### src/source/alu_pkg.sv
`default_nettype none

package alu_pkg;

  localparam int XLEN     = 32;
  localparam int OP_W     = 19;
  localparam int SHAMT_W  = 5;

  typedef logic [XLEN-1:0]   word_t;
  typedef logic [2*XLEN-1:0] dword_t;
  typedef logic [OP_W-1:0]   alu_op_t;
  typedef logic [SHAMT_W-1:0] shamt_t;

  // one-hot bit positions of alu_op
  localparam int OP_ADD   = 0;
  localparam int OP_SUB   = 1;
  localparam int OP_SLT   = 2;
  localparam int OP_SLTU  = 3;
  localparam int OP_AND   = 4;
  localparam int OP_NOR   = 5;
  localparam int OP_OR    = 6;
  localparam int OP_XOR   = 7;
  localparam int OP_SLL   = 8;
  localparam int OP_SRL   = 9;
  localparam int OP_SRA   = 10;
  localparam int OP_LUI   = 11;
  localparam int OP_MUL   = 12;
  localparam int OP_MULH  = 13;
  localparam int OP_MULHU = 14;
  localparam int OP_DIV   = 15;
  localparam int OP_DIVU  = 16;
  localparam int OP_MOD   = 17;
  localparam int OP_MODU  = 18;

  localparam int DIV_STEPS      = 32;
  localparam int DIV_CNT_W      = $clog2(DIV_STEPS + 1);
  localparam int MUL_W          = XLEN + 1;   // sign or zero extended operand
  localparam int MUL_PP_ROWS    = MUL_W + 1;  // partial products plus correction row
  localparam int MUL_CSA_LAYERS = 8;          // 34 rows down to 2

  typedef enum logic [1:0] {IDLE, MUL_WAIT, DIV_WAIT} ctrl_state_t;

endpackage

`default_nettype wire

### src/source/long_op_if.sv
`timescale 1ns/1ns
`default_nettype none

// start/done link between the control FSM and one multi-cycle unit
interface long_op_if import alu_pkg::*; ();

  logic  start;      // one-cycle pulse
  logic  is_signed;  // level, held with the op
  word_t src1;
  word_t src2;
  word_t res_lo;     // product low or quotient
  word_t res_hi;     // product high or remainder
  logic  done;       // one-cycle pulse

  modport ctrl (
    output start, is_signed, src1, src2,
    input  res_lo, res_hi, done
  );

  modport unit (
    input  start, is_signed, src1, src2,
    output res_lo, res_hi, done
  );

endinterface

`default_nettype wire

### src/source/alu_simple.sv
`timescale 1ns/1ns
`default_nettype none

module alu_simple import alu_pkg::*; (
  input  alu_op_t alu_op,
  input  word_t   src1,
  input  word_t   src2,
  output word_t   result
);

  logic            use_sub;
  word_t           adder_b;
  logic [XLEN:0]   adder_sum;  // carry out in the top bit
  word_t           adder_res;
  logic            adder_cout;
  word_t           slt_res;
  word_t           sltu_res;
  word_t           and_res;
  word_t           or_res;
  word_t           nor_res;
  word_t           xor_res;
  word_t           sll_res;
  dword_t          sr64_res;
  word_t           sr_res;
  shamt_t          shamt;

  // one adder for add, sub and both compares
  assign use_sub   = alu_op[OP_SUB] | alu_op[OP_SLT] | alu_op[OP_SLTU];
  assign adder_b   = use_sub ? ~src2 : src2;
  assign adder_sum = {1'b0, src1} + {1'b0, adder_b} + {{XLEN{1'b0}}, use_sub};
  assign adder_res  = adder_sum[XLEN-1:0];
  assign adder_cout = adder_sum[XLEN];

  // src1 < src2, signed: differing signs decide, else the difference sign
  assign slt_res  = {{(XLEN-1){1'b0}},
                     (src1[XLEN-1] & ~src2[XLEN-1]) |
                     (~(src1[XLEN-1] ^ src2[XLEN-1]) & adder_res[XLEN-1])};
  assign sltu_res = {{(XLEN-1){1'b0}}, ~adder_cout};  // borrow out

  assign and_res = src1 & src2;
  assign or_res  = src1 | src2;
  assign nor_res = ~or_res;
  assign xor_res = src1 ^ src2;

  assign shamt   = src2[SHAMT_W-1:0];
  assign sll_res = src1 << shamt;

  // upper half filled with the sign only for sra
  assign sr64_res = {{XLEN{alu_op[OP_SRA] & src1[XLEN-1]}}, src1} >> shamt;
  assign sr_res   = sr64_res[XLEN-1:0];

  // long ops fall through as zero
  assign result = ({XLEN{alu_op[OP_ADD] | alu_op[OP_SUB]}} & adder_res)
                | ({XLEN{alu_op[OP_SLT]}}                  & slt_res)
                | ({XLEN{alu_op[OP_SLTU]}}                 & sltu_res)
                | ({XLEN{alu_op[OP_AND]}}                  & and_res)
                | ({XLEN{alu_op[OP_NOR]}}                  & nor_res)
                | ({XLEN{alu_op[OP_OR]}}                   & or_res)
                | ({XLEN{alu_op[OP_XOR]}}                  & xor_res)
                | ({XLEN{alu_op[OP_SLL]}}                  & sll_res)
                | ({XLEN{alu_op[OP_SRL] | alu_op[OP_SRA]}} & sr_res)
                | ({XLEN{alu_op[OP_LUI]}}                  & src2);

endmodule

`default_nettype wire

### src/source/wallace_mul.sv
`timescale 1ns/1ns
`default_nettype none

module wallace_mul import alu_pkg::*; (
  input  wire         clk,
  input  wire         resetn,
  long_op_if.unit     port
);

  logic [MUL_W-1:0] a_ext;
  logic [MUL_W-1:0] b_ext;
  dword_t           pp [MUL_PP_ROWS];
  dword_t           sum;
  dword_t           prod_q;
  logic             done_q;

  // rows left after a number of carry-save layers
  function automatic int rows_after(input int layers);
    int n;
    n = MUL_PP_ROWS;
    for (int k = 0; k < layers; k++) begin
      n = (n / 3) * 2 + n % 3;
    end
    return n;
  endfunction

  assign a_ext = {port.is_signed & port.src1[XLEN-1], port.src1};
  assign b_ext = {port.is_signed & port.src2[XLEN-1], port.src2};

  // Baugh-Wooley rows, sign row and column inverted, product taken mod 2^64
  always_comb begin
    logic pbit;
    for (int i = 0; i < MUL_W; i++) begin
      pp[i] = '0;
      for (int j = 0; j < MUL_W; j++) begin
        pbit = a_ext[j] & b_ext[i];
        if ((i == MUL_W - 1) != (j == MUL_W - 1)) begin
          pbit = ~pbit;
        end
        if (i + j < 2 * XLEN) begin
          pp[i][i+j] = pbit;
        end
      end
    end
    pp[MUL_W] = dword_t'(1) << MUL_W;  // +2^33, the 2^65 term drops out
  end

  // 3:2 compressor layers, leftover rows pass through
  for (genvar l = 0; l <= MUL_CSA_LAYERS; l++) begin : g_layer
    dword_t row [rows_after(l)];
    if (l == 0) begin : g_init
      for (genvar r = 0; r < MUL_PP_ROWS; r++) begin : g_pp
        assign row[r] = pp[r];
      end
    end else begin : g_csa
      for (genvar r = 0; r < rows_after(l - 1) / 3; r++) begin : g_fa
        assign row[2*r]   = g_layer[l-1].row[3*r] ^ g_layer[l-1].row[3*r+1]
                          ^ g_layer[l-1].row[3*r+2];
        assign row[2*r+1] = ((g_layer[l-1].row[3*r]   & g_layer[l-1].row[3*r+1])
                          |  (g_layer[l-1].row[3*r]   & g_layer[l-1].row[3*r+2])
                          |  (g_layer[l-1].row[3*r+1] & g_layer[l-1].row[3*r+2])) << 1;
      end
      for (genvar r = 0; r < rows_after(l - 1) % 3; r++) begin : g_pass
        assign row[2*(rows_after(l-1)/3) + r] = g_layer[l-1].row[3*(rows_after(l-1)/3) + r];
      end
    end
  end

  assign sum = g_layer[MUL_CSA_LAYERS].row[0] + g_layer[MUL_CSA_LAYERS].row[1];

  always_ff @(posedge clk) begin
    if (port.start) begin
      prod_q <= sum;
    end
  end

  always_ff @(posedge clk) begin
    if (!resetn) begin
      done_q <= 1'b0;
    end else begin
      done_q <= port.start;  // one cycle behind start
    end
  end

  assign port.res_lo = prod_q[XLEN-1:0];
  assign port.res_hi = prod_q[2*XLEN-1:XLEN];
  assign port.done   = done_q;

endmodule

`default_nettype wire

### src/source/radix2_div.sv
`timescale 1ns/1ns
`default_nettype none

module radix2_div import alu_pkg::*; (
  input  wire         clk,
  input  wire         resetn,
  long_op_if.unit     port
);

  logic                 busy_q;
  logic [DIV_CNT_W-1:0] count_q;
  logic                 done_q;
  logic                 last_step;

  word_t         x_mag;
  word_t         y_mag;
  word_t         rem_q;    // partial remainder
  word_t         quo_q;    // dividend shifting out, quotient shifting in
  word_t         dsr_q;    // divisor magnitude
  logic          q_neg_q;
  logic          r_neg_q;
  word_t         quot_q;
  word_t         rmd_q;

  logic [XLEN:0] shifted;
  logic [XLEN:0] diff;
  word_t         rem_next;
  word_t         quo_next;

  // operand magnitudes, 0x80000000 maps to itself as unsigned
  assign x_mag = (port.is_signed & port.src1[XLEN-1]) ? -port.src1 : port.src1;
  assign y_mag = (port.is_signed & port.src2[XLEN-1]) ? -port.src2 : port.src2;

  // one restoring step
  assign shifted  = {rem_q, quo_q[XLEN-1]};
  assign diff     = shifted - {1'b0, dsr_q};
  assign rem_next = diff[XLEN] ? shifted[XLEN-1:0] : diff[XLEN-1:0];  // restore on borrow
  assign quo_next = {quo_q[XLEN-2:0], ~diff[XLEN]};

  assign last_step = busy_q & (count_q == DIV_CNT_W'(DIV_STEPS - 1));

  always_ff @(posedge clk) begin
    if (!resetn) begin
      busy_q  <= 1'b0;
      count_q <= '0;
      done_q  <= 1'b0;
    end else begin
      done_q <= last_step;
      if (port.start) begin
        busy_q  <= 1'b1;
        count_q <= '0;
      end else if (busy_q) begin
        count_q <= count_q + 1'b1;
        if (last_step) begin
          busy_q <= 1'b0;
        end
      end
    end
  end

  // load cycle, then one step per clock
  always_ff @(posedge clk) begin
    if (port.start) begin
      rem_q   <= '0;
      quo_q   <= x_mag;
      dsr_q   <= y_mag;
      q_neg_q <= port.is_signed & (port.src1[XLEN-1] ^ port.src2[XLEN-1]);
      r_neg_q <= port.is_signed & port.src1[XLEN-1];  // remainder follows dividend
    end else if (busy_q) begin
      rem_q <= rem_next;
      quo_q <= quo_next;
    end
  end

  // sign fix-up in the same cycle as the final step
  always_ff @(posedge clk) begin
    if (last_step) begin
      quot_q <= q_neg_q ? -quo_next : quo_next;
      rmd_q  <= r_neg_q ? -rem_next : rem_next;
    end
  end

  assign port.res_lo = quot_q;
  assign port.res_hi = rmd_q;
  assign port.done   = done_q;

endmodule

`default_nettype wire

### src/source/alu_ctrl.sv
`timescale 1ns/1ns
`default_nettype none

module alu_ctrl import alu_pkg::*; (
  input  wire         clk,
  input  wire         resetn,
  input  alu_op_t     alu_op,
  input  word_t       src1,
  input  word_t       src2,
  input  word_t       simple_result,
  long_op_if.ctrl     mul,
  long_op_if.ctrl     div,
  output word_t       alu_result,
  output logic        complete
);

  ctrl_state_t state_q;
  ctrl_state_t state_d;
  logic        mul_class;
  logic        div_class;
  dword_t      product;

  assign mul_class = alu_op[OP_MUL] | alu_op[OP_MULH] | alu_op[OP_MULHU];
  assign div_class = alu_op[OP_DIV] | alu_op[OP_DIVU] | alu_op[OP_MOD] | alu_op[OP_MODU];

  // start only from IDLE, mul wins on a malformed op
  assign mul.start     = (state_q == IDLE) & mul_class;
  assign mul.is_signed = alu_op[OP_MUL] | alu_op[OP_MULH];
  assign mul.src1      = src1;
  assign mul.src2      = src2;

  assign div.start     = (state_q == IDLE) & div_class & ~mul_class;
  assign div.is_signed = alu_op[OP_DIV] | alu_op[OP_MOD];
  assign div.src1      = src1;
  assign div.src2      = src2;

  always_comb begin
    state_d = state_q;
    unique case (state_q)
      IDLE: begin
        if (mul_class) begin
          state_d = MUL_WAIT;
        end else if (div_class) begin
          state_d = DIV_WAIT;
        end
      end
      MUL_WAIT: if (mul.done) state_d = IDLE;
      DIV_WAIT: if (div.done) state_d = IDLE;
      default:  state_d = IDLE;
    endcase
  end

  always_ff @(posedge clk) begin
    if (!resetn) begin
      state_q <= IDLE;
    end else begin
      state_q <= state_d;
    end
  end

  assign complete = ((state_q == IDLE) & ~mul_class & ~div_class)
                  | ((state_q == MUL_WAIT) & mul.done)
                  | ((state_q == DIV_WAIT) & div.done);

  assign product = {mul.res_hi, mul.res_lo};

  assign alu_result = simple_result  // zero for long ops
                    | ({XLEN{alu_op[OP_MUL]}}                    & product[XLEN-1:0])
                    | ({XLEN{alu_op[OP_MULH] | alu_op[OP_MULHU]}} & product[2*XLEN-1:XLEN])
                    | ({XLEN{alu_op[OP_DIV] | alu_op[OP_DIVU]}}   & div.res_lo)
                    | ({XLEN{alu_op[OP_MOD] | alu_op[OP_MODU]}}   & div.res_hi);

endmodule

`default_nettype wire

### src/source/alu.sv
`timescale 1ns/1ns
`default_nettype none

module alu import alu_pkg::*; (
  input  wire     clk,
  input  wire     resetn,
  input  alu_op_t alu_op,
  input  word_t   alu_src1,
  input  word_t   alu_src2,
  output word_t   alu_result,
  output logic    complete
);

  word_t simple_result;

  long_op_if mul_bus ();
  long_op_if div_bus ();

  alu_simple u_simple (
    .alu_op (alu_op),
    .src1   (alu_src1),
    .src2   (alu_src2),
    .result (simple_result)
  );

  alu_ctrl u_ctrl (
    .clk           (clk),
    .resetn        (resetn),
    .alu_op        (alu_op),
    .src1          (alu_src1),
    .src2          (alu_src2),
    .simple_result (simple_result),
    .mul           (mul_bus.ctrl),
    .div           (div_bus.ctrl),
    .alu_result    (alu_result),
    .complete      (complete)
  );

  wallace_mul u_mul (
    .clk    (clk),
    .resetn (resetn),
    .port   (mul_bus.unit)
  );

  radix2_div u_div (
    .clk    (clk),
    .resetn (resetn),
    .port   (div_bus.unit)
  );

endmodule

`default_nettype wire

### config.mk
export PLATFORM = sky130hd
export DESIGN_NAME = alu
export DESIGN_NICKNAME = d
export VERILOG_FILES = /design/src/source/alu_pkg.sv /design/src/source/long_op_if.sv /design/src/source/alu_simple.sv /design/src/source/wallace_mul.sv /design/src/source/radix2_div.sv /design/src/source/alu_ctrl.sv /design/src/source/alu.sv
export SDC_FILE = /design/constraint.sdc
export NUM_CORES = 2
export LEC_CHECK = 0
export ABC_AREA = 1
export ABC_CLOCK_PERIOD_IN_PS = 16400
export BUFFER_PORTS_ARGS = -buffer_cell sky130_fd_sc_hd__buf_2
export CORE_MARGIN = 2
export CORE_UTILIZATION = 55
export DETAILED_ROUTE_END_ITERATION = 8
export GPL_TIMING_DRIVEN = 0
export MAX_ROUTING_LAYER = met4
export PLACE_DENSITY = 0.71
export SETUP_SLACK_MARGIN = 0.2
export SYNTH_ARGS = -nofsm -noshare
export SYNTH_HDL_FRONTEND = slang
export SYNTH_HIERARCHICAL = 1
export SYNTH_SLANG_ARGS = --single-unit
### constraint.sdc
create_clock -name clk -period 16.4 [get_ports clk]
set_input_delay 0.82 -clock clk [delete_from_list [all_inputs] [get_ports clk]]
set_output_delay 0.82 -clock clk [all_outputs]
set_load 0.01 [all_outputs]
==> impl_metrics.py <==
metrics = {
    "worst_setup_path": {
        "start_kind": "input pin",
        "path_max_fanout": 10,
        "worstSetupEndpointType": "flop",
        "slowest_stage": "clkbuf_1",
        "cp_num_cells": 25,
        "critical_path.top_delay_family": "adder cells",
        "critPathMaxStageDelay_ns": 1.27,
        "cp.required_ns": 16.70,
        "r2r_cells": 27,
        "crit_top_cell": "fa_1",
        "crit_buf_inv": 6,
        "worst_ep_arrival_time_ns": 9.50,
        "critPathKind": "in -> reg",
    },
    "layout": {
        "postLayoutCoreUtil_pct": 58.6,
        "layout_commonest_cell": "nand2_1",
        "final_cell_mix": "2587 x nand2_1, 2214 x inv_1, 969 x fa_1",
        "area_growth_syn_to_layout_pct": 5.54,
        "drive_gt1_share_pct": 5.61,
        "fin_nets": 10200,
    },
    "timing": {
        "timing_hold_violations_final": 0,
        "min_period_ns": 9.20,
        "maxSlewViolCount": 22,
        "finalSetupViolations": 0,
        "skew_ns": 0.0260,
        "rsz0062_at_grt": "no",
        "timing.setup.tns_ns": 0,
        "clock.fmax_mhz": 109,
        "min_period_over_period_pct": 56.1,
        "max_slew_margin_pct": -11.2,
        "worstMarginPinSlew_ns": 1.67,
    },
    "synth": {
        "synth_nets": 10100,
        "ys_async_sr_fraction_pct": 0,
        "ys.flop_type": "edfxtp_1",
        "syn_inst": 8646,
        "synth_top_area_cell": "fa_1",
        "ys_ff_latch": 237,
        "synth_edf_count": 194,
        "avgSynthCellArea_um2": 7.10,
        "ys_top_cells_by_area": "fa_1 32%, nand2_1 16%, inv_1 14%, edfxtp_1 9.5%, ha_1 7.8%",
        "synth_cell_types": 65,
        "synth-seq-area-share_pct": 10.9,
        "yosysTopAreaCellShare_pct": 31.6,
        "yosysWarnings": 6,
        "syn_area_mm2": 0.0614,
    },
    "grt": {
        "grt_pass1_vias": 57000,
        "track_usage_pct": 48.4,
        "grt_pass1_wl_um": 386000,
        "antenna_found_initial": 14,
        "grt-ovfl-total": 0,
        "grt_max_degree": 52,
    },
    "routing": {
        "dr.pass1.iters": 9,
        "drt-vias-per-instance": 5.66,
        "drc": 0,
        "antenna_left": 0,
        "vias": 58400,
        "drtIter0Drc": 7417,
        "routed_wl_um": 271000,
        "avgRoutedWirePerCell_um": 26.3,
    },
    "clock_network": {
        "cts_max_level": 1,
        "holdBufCountCts": 0,
        "post-cts-setup-buffer-count": 0,
        "cts_made_buffers": 25,
        "cts_resized": 0,
        "clock_latency_ns": 0.56,
        "cts.clk_slew.worst_paths_ns": 0.06,
        "cts_max_path_buffers": 3,
        "clock_tree.root_cell": "clkbuf_16",
        "cts_tree": "built",
        "clkSinkCount": 237,
    },
    "die": {
        "die_h_um": 338,
        "die-area_mm2": 0.114,
        "rows": 122,
        "start_util_pct": 55.5,
        "die_w_um": 338,
        "core_area_mm2": 0.111,
        "ios": 118,
    },
    "hold_path": {
        "hold_depth": 1,
        "hold_class": "reg -> reg",
    },
    "place": {
        "post-dp-hpwl_um": 227000,
        "place_congestion": 1.12,
        "portBuffers": 115,
    },
    "outcome": {
        "outcome": "finished with violations",
        "violations": "max-capacitance violations, max-slew violations",
    },
    "job": {
        "maxCapViolCount": 2,
    },
}
==> cells by family (layout without fill, tap and decap cells) <==
family / count (synthesis) / count (layout) / synth area share [%]
xor+xnor: 181 / 181 / 2.58
mux: 17 / 17 / 0.277
buf+inv: 2765 / 2928 / 18.1
other cells: 0 / 19 / 0
simple gates: 3459 / 3459 / 22.8
flops: 237 / 237 / 10.9
compound gates: 636 / 636 / 5.96
fa+ha+maj: 1351 / 1351 / 39.4
==> cells in the mapped netlist, drive strengths merged, types with 2 or more instances <==
library cell	instances
clkinv	7
xor2	135
nor2	426
a21boi	2
a31o	2
a21o	10
nand2	2632
o21a	14
o31ai	3
a31oi	10
o211ai	25
mux2i	17
buf	194
edfxtp	194
nor3	43
nor4	11
a221oi	8
dfxtp	43
a21oi	195
fa	969
clkbuf	319
and2	4
inv	2245
o221ai	4
o22ai	39
a211oi	11
nand4	74
xnor2	46
o21ai	275
or2	16
and3	5
o2111ai	12
a2111oi	3
o21bai	17
o41ai	2
nand3	230
ha	382
nand3b	16
==> path summary, 6_finish.rpt <==
kind                           end              from  slack [ns]
max               u_mul/prod_q[56]       alu_src2[2]        7.20
min               u_div/count_q[4]  u_div/count_q[4]        0.49
max reg2reg  u_div/port.res_lo[30]   u_div/quo_q[31]       11.37
min reg2reg       u_div/count_q[4]  u_div/count_q[4]        0.49
==> layout make-up <==
| class | count | area [um2] |
|---|---|---|
| diodes | 19 | 47.5 |
| well taps | 1488 | 1860 |
| clock inverters | 16 | 186 |
| fillers | 10700 | 45900 |
| inverters | 2252 | 8450 |
| clock buffers | 28 | 637 |
| flip-flops and latches | 237 | 6690 |
| plain buffers | 513 | 2660 |
| multi-input cells | 5644 | 43600 |
| repair buffers | 119 | 663 |
==> stage by stage <==
stage / worst slack, ns / hold WS [ns] / cells / instance area, um2
3_5_place_dp: 6.92 / 0.467 / 10300 / 63900
5_1_grt: 7.15 / 0.499 / 10300 / 64800
6_report: 7.20 / 0.490 / 10300 / 64800
2_1_floorplan: 9.10 / 0.439 / 8646 / 61400
3_3_place_gp: 7.03 / 0.453 / 10200 / 63800
4_1_cts: 7.49 / 0.480 / 10300 / 64700
==> worst reg2reg max path, delay by kind of cell, from the launching register on <==
family,cells,cell delay (ns)
xor+xnor,1,0.35
flops,1,0.47
simple gates,16,2.03
compound gates,3,0.55
fa+ha+maj,3,0.85
buf+inv,4,0.60
==> flip-flops by register name, summed over array words and instances, names as in the netlist <==
name               cells
u_mul/port.done        1
u_div/rem_q           32
u_mul/prod_q          64
u_div/r_neg_q          1
u_div/dsr_q           32
u_div/count_q          6
u_div/quo_q           32
u_ctrl/state_q         2
u_div/port.res_hi     32
u_div/q_neg_q          1
u_div/port.done        1
u_div/port.res_lo     32
u_div/busy_q           1
==> layer usage <==
| layer | track usage [%] | routed length, um | up-vias |
|---|---|---|---|
| met5 | - | 0 | - |
| met4 | 40.8 | 29300 | 0 |
| met3 | 11.6 | 31500 | 1070 |
| met2 | 71.8 | 118000 | 3896 |
| met1 | 55.5 | 93000 | 27900 |
| li1 | - | - | 25500 |
Power is not shown: default switching activity piles up to over one toggle a cycle in this logic, so the estimate is an artifact.
